## src/logic/ppu_pkg.sv

```systemverilog
package ppu_pkg;

  // ====================================================================
  // Operand widths.
  // ====================================================================

  localparam int MANT_W = 12;  // Includes the hidden one.
  localparam int TE_W   = 10;  // Signed total exponent.

  // ====================================================================
  // Vector types.
  // ====================================================================

  typedef logic signed [TE_W-1:0] exponent_t;

  // Mantissa in [1,2), one integer bit.
  typedef logic [MANT_W-1:0] mant_t;

  typedef logic [2*MANT_W-1:0] recip_t;  // Reciprocal, one integer bit.
  typedef logic [2*MANT_W-1:0] quot_t;   // Normalized quotient.

  // ====================================================================
  // Request, response and controller state.
  // ====================================================================

  typedef struct packed {
    logic      sign1;
    logic      sign2;
    exponent_t te1;
    exponent_t te2;
    mant_t     mant1;  // Dividend.
    mant_t     mant2;  // Divisor.
  } div_req_t;

  typedef struct packed {
    logic      sign;
    exponent_t te;
    quot_t     mant;
  } div_rsp_t;

  typedef enum logic [2:0] {IDLE, SEED, ITER, MUL, DONE} div_state_e;

endpackage

```

## src/logic/div_ctrl.sv

```systemverilog
`timescale 1ns/1ps

module div_ctrl
  import ppu_pkg::*;
#(
  parameter int NR_ITERS = 2
) (
  input  logic clk_i,
  input  logic rst,
  input  logic req_valid_i,
  input  logic rsp_ready_i,
  output logic req_ready_o,
  output logic accept_o,
  output logic seed_load_o,
  output logic nr_step_o,
  output logic mul_capture_o,
  output logic rsp_valid_o
);

  localparam int CNT_W = (NR_ITERS > 1) ? $clog2(NR_ITERS) : 1;
  localparam logic [CNT_W-1:0] LAST_ITER = CNT_W'(NR_ITERS - 1);

  div_state_e       state_q;
  div_state_e       state_d;
  logic [CNT_W-1:0] iter_cnt_q;
  logic             last_iter;

  assign last_iter = (iter_cnt_q == LAST_ITER);

  // ====================================================================
  // Next state.
  // ====================================================================

  always_comb begin
    state_d = state_q;
    unique case (state_q)
      IDLE: begin
        if (req_valid_i) begin
          state_d = SEED;
        end
      end
      SEED: begin
        state_d = ITER;
      end
      ITER: begin
        if (last_iter) begin
          state_d = MUL;
        end
      end
      MUL: begin
        state_d = DONE;
      end
      DONE: begin
        // Hold the response until it is taken.
        if (rsp_ready_i) begin
          state_d = IDLE;
        end
      end
      default: begin
        state_d = IDLE;
      end
    endcase
  end

  always_ff @(posedge clk_i) begin
    if (rst) begin
      state_q    <= IDLE;
      iter_cnt_q <= '0;
    end else begin
      state_q <= state_d;
      if (state_q == SEED) begin
        iter_cnt_q <= '0;  // Restart for this operation.
      end else if (state_q == ITER) begin
        iter_cnt_q <= iter_cnt_q + 1'b1;
      end
    end
  end

  // ====================================================================
  // Strobes, one per step.
  // ====================================================================

  assign req_ready_o   = (state_q == IDLE);
  assign accept_o      = req_ready_o & req_valid_i;
  assign seed_load_o   = (state_q == SEED);
  assign nr_step_o     = (state_q == ITER);
  assign mul_capture_o = (state_q == MUL);
  assign rsp_valid_o   = (state_q == DONE);

endmodule

```

## src/logic/recip_seed_lut.sv

```systemverilog
`timescale 1ns/1ps

module recip_seed_lut
  import ppu_pkg::*;
#(
  parameter int SEED_BITS = 6
) (
  input  mant_t  mant_i,
  output recip_t seed_o
);

  localparam int ENTRIES = 2 ** SEED_BITS;
  localparam int FRAC    = 2 * MANT_W - 1;  // Fraction bits of recip_t.

  typedef recip_t seed_table_t [ENTRIES];

  // Entry i covers d in [1 + i/2^S, 1 + (i+1)/2^S).
  // Its value is 1/mid = 2^(S+1) / (2^(S+1) + 2i + 1).
  function automatic seed_table_t build_table();
    seed_table_t tbl;
    logic [63:0] num;
    logic [63:0] den;
    num    = 64'd1 << (FRAC + SEED_BITS + 1);
    tbl[0] = recip_t'(1) << FRAC;  // Exactly one.
    for (int i = 1; i < ENTRIES; i++) begin
      den    = (64'd1 << (SEED_BITS + 1)) + 64'(2 * i + 1);
      tbl[i] = recip_t'(num / den);
    end
    return tbl;
  endfunction

  localparam seed_table_t SEED_TABLE = build_table();

  logic [SEED_BITS-1:0] addr;

  // Leading fraction bits, just below the hidden one.
  assign addr   = mant_i[MANT_W-2 -: SEED_BITS];
  assign seed_o = SEED_TABLE[addr];

endmodule

```

## src/logic/newton_raphson.sv

```systemverilog
`timescale 1ns/1ps

module newton_raphson
  import ppu_pkg::*;
(
  input  logic   clk_i,
  input  logic   rst,
  input  logic   load_i,
  input  logic   step_i,
  input  mant_t  d_i,
  input  recip_t seed_i,
  output recip_t x_o
);

  // d*x carries 11 + 23 fraction bits.
  localparam int PROD_W    = 3 * MANT_W;
  localparam int PROD_FRAC = 3 * MANT_W - 2;
  localparam int FULL_W    = 2 * MANT_W + PROD_W;

  localparam logic [PROD_W-1:0] TWO = PROD_W'(1) << (PROD_FRAC + 1);

  recip_t            x_q;
  recip_t            x_next;
  logic [PROD_W-1:0] dx;
  logic [PROD_W-1:0] corr;
  logic [FULL_W-1:0] x_corr;

  // ====================================================================
  // One iteration, x * (2 - d*x).
  // ====================================================================

  assign dx     = d_i * x_q;
  assign corr   = TWO - dx;
  assign x_corr = x_q * corr;

  // Truncation keeps the estimate at or below 1/d.
  assign x_next = x_corr[PROD_FRAC +: 2*MANT_W];

  always_ff @(posedge clk_i) begin
    if (rst) begin
      x_q <= '0;
    end else if (load_i) begin
      x_q <= seed_i;
    end else if (step_i) begin
      x_q <= x_next;
    end
  end

  assign x_o = x_q;

endmodule

```

## src/logic/mant_mul_norm.sv

```systemverilog
`timescale 1ns/1ps

module mant_mul_norm
  import ppu_pkg::*;
(
  input  logic      clk_i,
  input  logic      rst,
  input  logic      capture_i,
  input  logic      sign1_i,
  input  logic      sign2_i,
  input  exponent_t te1_i,
  input  exponent_t te2_i,
  input  mant_t     mant1_i,
  input  recip_t    recip_i,
  output div_rsp_t  rsp_o
);

  localparam int PROD_W = 3 * MANT_W;  // 2 integer bits, 34 fraction bits.
  localparam int INT_B  = PROD_W - 2;  // Weight one.

  localparam quot_t QUOT_ONE = quot_t'(1) << (2 * MANT_W - 1);

  logic [PROD_W-1:0] prod;
  logic              int_bit;
  logic              near_one;
  exponent_t         te_diff;
  quot_t             quot_n;
  exponent_t         te_n;
  div_rsp_t          rsp_q;

  assign prod    = mant1_i * recip_i;
  assign int_bit = prod[INT_B];
  assign te_diff = te1_i - te2_i;

  // Quotients of MANT_W-bit mantissas never fall within 2^-(MANT_W+1) below one
  // unless they are equal, so a product in that window is exactly one.
  assign near_one = ~int_bit & (&prod[INT_B-1 -: MANT_W+1]);

  // ====================================================================
  // Normalization into [1,2).
  // ====================================================================

  always_comb begin
    if (int_bit) begin
      quot_n = prod[INT_B -: 2*MANT_W];
      te_n   = te_diff;
    end else if (near_one) begin
      quot_n = QUOT_ONE;
      te_n   = te_diff;
    end else begin
      quot_n = prod[INT_B-1 -: 2*MANT_W];  // Below one, shift left.
      te_n   = te_diff - exponent_t'(1);
    end
  end

  always_ff @(posedge clk_i) begin
    if (rst) begin
      rsp_q <= '0;
    end else if (capture_i) begin
      rsp_q.sign <= sign1_i ^ sign2_i;
      rsp_q.te   <= te_n;
      rsp_q.mant <= quot_n;
    end
  end

  assign rsp_o = rsp_q;

endmodule

```

## src/logic/core_div_top.sv

```systemverilog
`timescale 1ns/1ps

module core_div_top
  import ppu_pkg::*;
#(
  parameter int NR_ITERS  = 2,
  parameter int SEED_BITS = 6
) (
  input  logic     clk_i,
  input  logic     rst,
  input  div_req_t req_i,
  input  logic     req_valid_i,
  output logic     req_ready_o,
  output div_rsp_t rsp_o,
  output logic     rsp_valid_o,
  input  logic     rsp_ready_i
);

  div_req_t req_q;
  logic     accept;
  logic     seed_load;
  logic     nr_step;
  logic     mul_capture;
  recip_t   seed;
  recip_t   recip;

  // Operands stay put for the whole operation.
  always_ff @(posedge clk_i) begin
    if (accept) begin
      req_q <= req_i;
    end
  end

  // ====================================================================
  // Control.
  // ====================================================================

  div_ctrl #(
    .NR_ITERS (NR_ITERS)
  ) u_div_ctrl (
    .clk_i         (clk_i),
    .rst           (rst),
    .req_valid_i   (req_valid_i),
    .rsp_ready_i   (rsp_ready_i),
    .req_ready_o   (req_ready_o),
    .accept_o      (accept),
    .seed_load_o   (seed_load),
    .nr_step_o     (nr_step),
    .mul_capture_o (mul_capture),
    .rsp_valid_o   (rsp_valid_o)
  );

  // ====================================================================
  // Datapath.
  // ====================================================================

  recip_seed_lut #(
    .SEED_BITS (SEED_BITS)
  ) u_recip_seed_lut (
    .mant_i (req_q.mant2),
    .seed_o (seed)
  );

  newton_raphson u_newton_raphson (
    .clk_i  (clk_i),
    .rst    (rst),
    .load_i (seed_load),
    .step_i (nr_step),
    .d_i    (req_q.mant2),
    .seed_i (seed),
    .x_o    (recip)
  );

  mant_mul_norm u_mant_mul_norm (
    .clk_i     (clk_i),
    .rst       (rst),
    .capture_i (mul_capture),
    .sign1_i   (req_q.sign1),
    .sign2_i   (req_q.sign2),
    .te1_i     (req_q.te1),
    .te2_i     (req_q.te2),
    .mant1_i   (req_q.mant1),
    .recip_i   (recip),
    .rsp_o     (rsp_o)  // Held until the next capture.
  );

endmodule

```

## config.mk

```make
export PLATFORM = sky130hd
export DESIGN_NAME = core_div_top
export DESIGN_NICKNAME = d
export VERILOG_FILES = /design/src/logic/ppu_pkg.sv /design/src/logic/div_ctrl.sv /design/src/logic/recip_seed_lut.sv /design/src/logic/newton_raphson.sv /design/src/logic/mant_mul_norm.sv /design/src/logic/core_div_top.sv
export SDC_FILE = /design/constraint.sdc
export NUM_CORES = 2
export LEC_CHECK = 0
export ABC_AREA = 0
export BUFFER_PORTS_ARGS = -buffer_cell sky130_fd_sc_hd__buf_2
export CAP_MARGIN = 20
export CORE_ASPECT_RATIO = 0.75
export CORE_UTILIZATION = 65
export DETAILED_ROUTE_END_ITERATION = 7
export PLACE_DENSITY = 0.87
export SLEW_MARGIN = 20
export SYNTH_ARGS = -nofsm -noshare
export SYNTH_HDL_FRONTEND = slang
export SYNTH_HIERARCHICAL = 1
export SYNTH_SLANG_ARGS = --single-unit
```

## constraint.sdc

```tcl
create_clock -name clk_i -period 17.66 [get_ports clk_i]
set_input_delay 3.532 -clock clk_i [delete_from_list [all_inputs] [get_ports clk_i]]
set_output_delay 3.532 -clock clk_i [all_outputs]
set_load 0.1 [all_outputs]
```

* Word-level counts from Yosys, hierarchy flattened
Memories as Yosys holds them, arrays and structs flattened.
Index checks and enable logic that the tools add are counted.
** Storage, ports and cells
- Register bits :: 109
- Memory bits (read-only) :: 1536
- Input bits :: 50
- Output and inout bits :: 37
- Logic and storage cells :: 50
- Memories kept :: 1
** Memory list
- (no name shown) :: words 64, bits a word 24, read ports 1, clocked after Yosys merged registers in 0, wr ports 0, RTL line recip_seed_lut.sv:38 : assign seed_o = SEED_TABLE[addr];
** Cells by class
- Add/sub/neg operators :: 4
- Multipliers :: 3
- Order comparisons :: 1
- Eq/ne operators :: 7
- Mux-type cells :: 12
- Bitwise logic cells :: 5
- Reduce and logical (&&, ||, !) cells :: 5
** Operator list (number)
- $mux W24 :: 6
- $mul A24 B36 Y58 :: 1
- $mul A12 B24 Y36 :: 1
- $sub A36 B36 Y36 const A :: 1
- $mul A12 B24 Y35 :: 1
- $mux W10 :: 2
- $pmux W3 S5 :: 1
- $reduce_and A13 Y1 :: 1
- $sub A10 B10 Y10 :: 1
- $sub A10 B2 Y10 const B :: 1
- $mux W3 :: 3
- $ge A7 B7 Y1 const B :: 1
- $not A6 Y7 :: 1
- $eq A3 B2 Y1 const B :: 2
- $ne A2 B1 Y1 const B :: 2
- $eq A3 B1 Y1 const B :: 1
- $eq A3 B3 Y1 const B :: 1
- $logic_not A3 Y1 :: 1
- $reduce_and A3 Y1 :: 1
- $and A1 B1 Y1 :: 2
- $ne A2 B2 Y1 const B :: 1
- $reduce_bool A2 Y1 :: 1
- $reduce_or A2 Y1 :: 1
- $add A1 B1 Y1 const B :: 1
- other kinds (2) :: 2

* Logic depth before layout (Yosys ltp)
- Depth after elaboration :: 5
- Gate-level depth with buffers :: 52
- Mapped depth without buffers :: 46

* Hierarchy
The synthesis kept the hierarchy.
** By module, submodules not included
- newton_raphson :: instances 1, cells each 4657, area an instance 39303.9 sq um, seq. area each 480.5 sq um
- mant_mul_norm :: instances 1, cells each 1358, area an instance 11020.6 sq um, seq. area each 700.7 sq um
- recip_seed_lut :: instances 1, cells each 329, area an instance 2209.6 sq um, seq. area each 0.0 sq um
- core_div_top :: instances 1, cells each 46, area an instance 1381.3 sq um, seq. area each 1381.3 sq um
- div_ctrl :: instances 1, cells each 25, area an instance 254.0 sq um, seq. area each 80.1 sq um

* Worst setup path after synthesis
Ideal clock, no wire load.
- Path type :: reg2reg
- Start point :: register u_newton_raphson.x_q[17], in the netlist u_newton_raphson/x_o[17]
- End point :: register u_newton_raphson.x_q[22], in the netlist u_newton_raphson/x_o[22]
- Setup time :: 0.086 ns
- Arrival time :: 12.298 ns
- Required time :: 17.574 ns
- Setup slack :: 5.277 ns
- Stages on the path, launching flop included :: 51
- Buffers on the path :: 7
- Clock period less this slack :: 12.383 ns
- Cells stage by stage :: dfxtp_1 > clkbuf_1 > clkbuf_1 > clkbuf_1 > nand2_1 > fa_1 > inv_1 > fa_1 > inv_1 > fa_1 > fa_1 > inv_1 > fa_1 > inv_1 > ha_1 > buf_2 > o21a_1 > o21a_1 > [15 not listed] > inv_1 > fa_1 > fa_1 > inv_1 > fa_1 > inv_1 > ha_1 > clkbuf_1 > and3_1 > a221o_1 > a211oi_1 > o21ai_0 > o31ai_1 > nand2_1 > a31oi_1 > nand2b_1 > mux2_2 > a211oi_1
** On the way
- Cells in the longest elaborated chain, start to end :: 5
** RTL lines
- from (decl) :: RTL line newton_raphson.sv:22 : recip_t x_q;
- from (signal assigned) :: RTL line newton_raphson.sv:43 : x_q <= seed_i;
- from (signal assigned) :: RTL line newton_raphson.sv:45 : x_q <= x_next;
- $mul A12 B24 Y36 :: RTL line newton_raphson.sv:32 : assign dx = d_i * x_q;
- $sub A36 B36 Y36 :: RTL line newton_raphson.sv:33 : assign corr = TWO - dx;
- $mul A24 B36 Y58 (*) :: RTL line newton_raphson.sv:34 : assign x_corr = x_q * corr;
- $mux W24 (*) :: RTL line newton_raphson.sv:44 : end else if (step_i) begin
- $mux W24 (*) :: RTL line newton_raphson.sv:42 : end else if (load_i) begin
Every way passes the cells marked *; elsewhere a longest branch is shown, timed or not. The select of a mux whose other input is x is not followed.
A chain may end at the register's enable or synchronous reset.

* Final worst setup path
- Start point :: register u_newton_raphson.x_q[5], in the netlist u_newton_raphson/x_o[5]
- End point :: register u_newton_raphson.x_q[22], in the netlist u_newton_raphson/x_o[22]
The elaborated chain is that of the path after synthesis.

==> metrics <==
outcome=finished with violations; failing checks=design-rule violations; Synth Instances=6415; Hold Crit Class=flop to flop; Worst Skew=39.4 ps; R2R setup slack=2370 ps; DR vias=45579; Max Cap Violations=0; core box area=82300 sq um; CP max FO=35; Critical Path Sink Type=flop; Slew Limit Fails=0; highest metal used=met5; Post-synth EDFFs=46; #FFs+latches synth=109; grt total ovfl=0; CTS tree=yes; Initial Util=65.8%; # setup viols final=0; pre-CTS WS=2960 ps; DRC Markers=71; dpl hpwl=124 mm; global-route wire length before repair=262 mm; Slew @ Worst Pin=1210 ps; met2 wire len=69.9 mm; clock root buffer=clkbuf_16; type of the worst setup path=flop to flop; Most used DFF post-synth=dfxtp_1; Avg Inst Size Synth=8.44 sq um; IO Pins=87; Die Y=252 um; initial antenna violation count=3; pin count of the biggest net entering global routing=76; Pre-Repair DR Iteration Count=8; Total Neg Setup Slack=0 ps; Skew-Pair Late Insertion Delay=430 ps; CP Data Required Time=17990 ps; worst setup margin=2370 ps; nets=7776; die area=84500 sq um; IO buf count=86; net count after synthesis=8010; Area Growth Syn to Fin=2.75%; async set or reset register ratio after synthesis=0%; Routed WL per cell=22.6 um; clock sink count=109; Post-CTS Setup Bufs=0; Tot GR Track Use=40.1%; placed insts=7284; max incr delay on CP=940 ps; post-route clock period utilization=86.6%; num rows=91; crit path DAT=15620 ps; Mapped Area=54200 sq um; Bufs on Longest Clock Path=2; M1 WL=62.1 mm; number of nets with antenna violations after routing=0; vias in the first global route=47572; Max Clk Rate=0.0654 GHz; fin cells=7304; fin crit period=15290 ps; Rel. slew slack=19.2%; Cell variety after synth=104; Die Span X=335 um; Resized cells post-CTS=0; Routed met3 length=25.6 mm; fill count=6235; global placer's final weighted congestion=1.04; share of layout cells above drive strength 1=4.74%; H-tree levels=3; Setup crit start kind=flop; Starting DRT DRC Count=6370; vias per cell=6.24; sequential share of the synthesized area=4.88%; Post-CTS Hold Buffers=0; yosys warns=6; Crit-path slowest cell=dfxtp_2; drt total wl=165 mm; TritonCTS Buffers=9; clk slew on worst S/H paths=120 ps; unrepaired setup endpoints after global routing=false; Hold Fails Final Rpt=0; Crit path top cell by count=fa_1
kinds of logic (layout without fill, tap and decap cells):
| kind of cell | after synthesis | in the layout | share of synthesized area (%) |
|---|---|---|---|
| buffers and inverters | 1856 | 1627 | 13.1 |
| muxes | 27 | 27 | 0.635 |
| DFF | 109 | 109 | 4.88 |
| adders and majority gates | 1545 | 1545 | 52.1 |
| other | 0 | 2 | 0 |
| AOI/OAI and AO/OA | 679 | 679 | 8.80 |
| xor gates and xnor gates | 77 | 77 | 1.26 |
| and+or+nand+nor | 2122 | 2122 | 19.2 |
worst paths after layout:
kind | endpoint | start | cells after the start
setup / recovery | u_newton_raphson/x_o[22] | u_newton_raphson/x_o[5] | 41
hold / removal | u_mant_mul_norm/rsp_o[22] | u_mant_mul_norm/rsp_o[22] | 2
setup reg to reg | u_newton_raphson/x_o[22] | u_newton_raphson/x_o[5] | 41
hold reg to reg | u_mant_mul_norm/rsp_o[22] | u_mant_mul_norm/rsp_o[22] | 2
cell usage after synthesis (10+ instances only):
master / count / area (sq um)
a211o_1: 22 / 193
a211oi_1: 46 / 345
a21boi_0: 10 / 75.1
a21o_1: 47 / 353
a21oi_1: 145 / 726
a221oi_1: 14 / 123
a311oi_1: 38 / 333
a31oi_1: 34 / 213
and2_1: 555 / 3470
and3_1: 28 / 175
buf_2: 35 / 175
clkbuf_1: 358 / 1340
dfxtp_1: 63 / 1260
edfxtp_1: 46 / 1380
fa_1: 1186 / 23700
ha_1: 359 / 4490
inv_1: 1435 / 5390
mux2i_1: 15 / 150
nand2_1: 957 / 3590
nand2b_1: 38 / 238
nand3_1: 117 / 586
nand3b_1: 29 / 218
nand4_1: 39 / 244
nor2_1: 141 / 529
nor2b_1: 24 / 150
nor3_1: 89 / 445
nor4_1: 31 / 194
o211ai_1: 35 / 263
o21a_1: 22 / 165
o21ai_0: 87 / 435
o21ai_1: 13 / 65.1
o21bai_1: 18 / 135
o221ai_1: 10 / 87.6
o311ai_0: 31 / 272
o31ai_1: 11 / 82.6
or3_1: 23 / 144
xnor2_1: 50 / 438
xor2_1: 26 / 228
final cells by class:
| type | count | area (sq um) | share of cell area [%] |
|---|---|---|---|
| multi-input combinational | 4450 | 44800 | 80.4 |
| inverter | 1442 | 5420 | 9.73 |
| sequential | 109 | 2670 | 4.80 |
| tap | 1116 | 1400 | 2.51 |
| timing repair buffer | 169 | 1090 | 1.96 |
| clock buffer | 9 | 225 | 0.405 |
| clock inverter | 7 | 96.3 | 0.173 |
| antenna | 2 | 5.00 | 0.00899 |
critical path, delay by kind of cell (launching register included):
family / cells / cell delay (ps)
buf+inv: 6 / 900
simple gates: 7 / 1770
flops: 1 / 940
compound gates: 12 / 4050
fa+ha+maj: 14 / 6680
mux: 2 / 800
cell usage in the layout, fill, tap and decap left out, drive strengths merged, types with 24 or more instances in the layout:
cell    instances
nand3b         29
a211oi         47
fa           1186
nand2b         38
edfxtp         46
nand3         117
inv          1441
a21oi         146
nand4          39
and2          557
and3           28
a311oi         39
nor3           90
nor2b          24
xor2           26
nand2         960
a31oi          34
dfxtp          63
o21ai         100
o311ai         39
a21o           47
nor4           32
buf           169
xnor2          51
ha            359
o211ai         36
nor2          142
per-layer routing:
metal / up-vias / global-route usage, %
met5: - / 0.863
met3: 526 / 13.8
met1: 22544 / 54.9
met4: 6 / 16.3
met2: 3428 / 58.4
li1: 19075 / -
flip-flops by register name, summed over array words and instances (netlist names):
name                   cells
u_newton_raphson/x_o      24
req_q                     46
u_div_ctrl/iter_cnt_q      1
u_mant_mul_norm/rsp_o     35
u_div_ctrl/state_q         3
through the flow:
| stage | utilization [%] | cell area [sq um] | hold WS [ps] |
|---|---|---|---|
| floorplan | - | 54200 | 476 |
| global placement | 67.1 | 55300 | 458 |
| detailed placement | 67.1 | 55300 | 458 |
| CTS | 67.5 | 55600 | 477 |
| global route | 67.6 | 55700 | 502 |
| finish | 67.6 | 55700 | 481 |
Power is not shown: default switching activity piles up to over one toggle a cycle in this logic, so the estimate is an artifact.
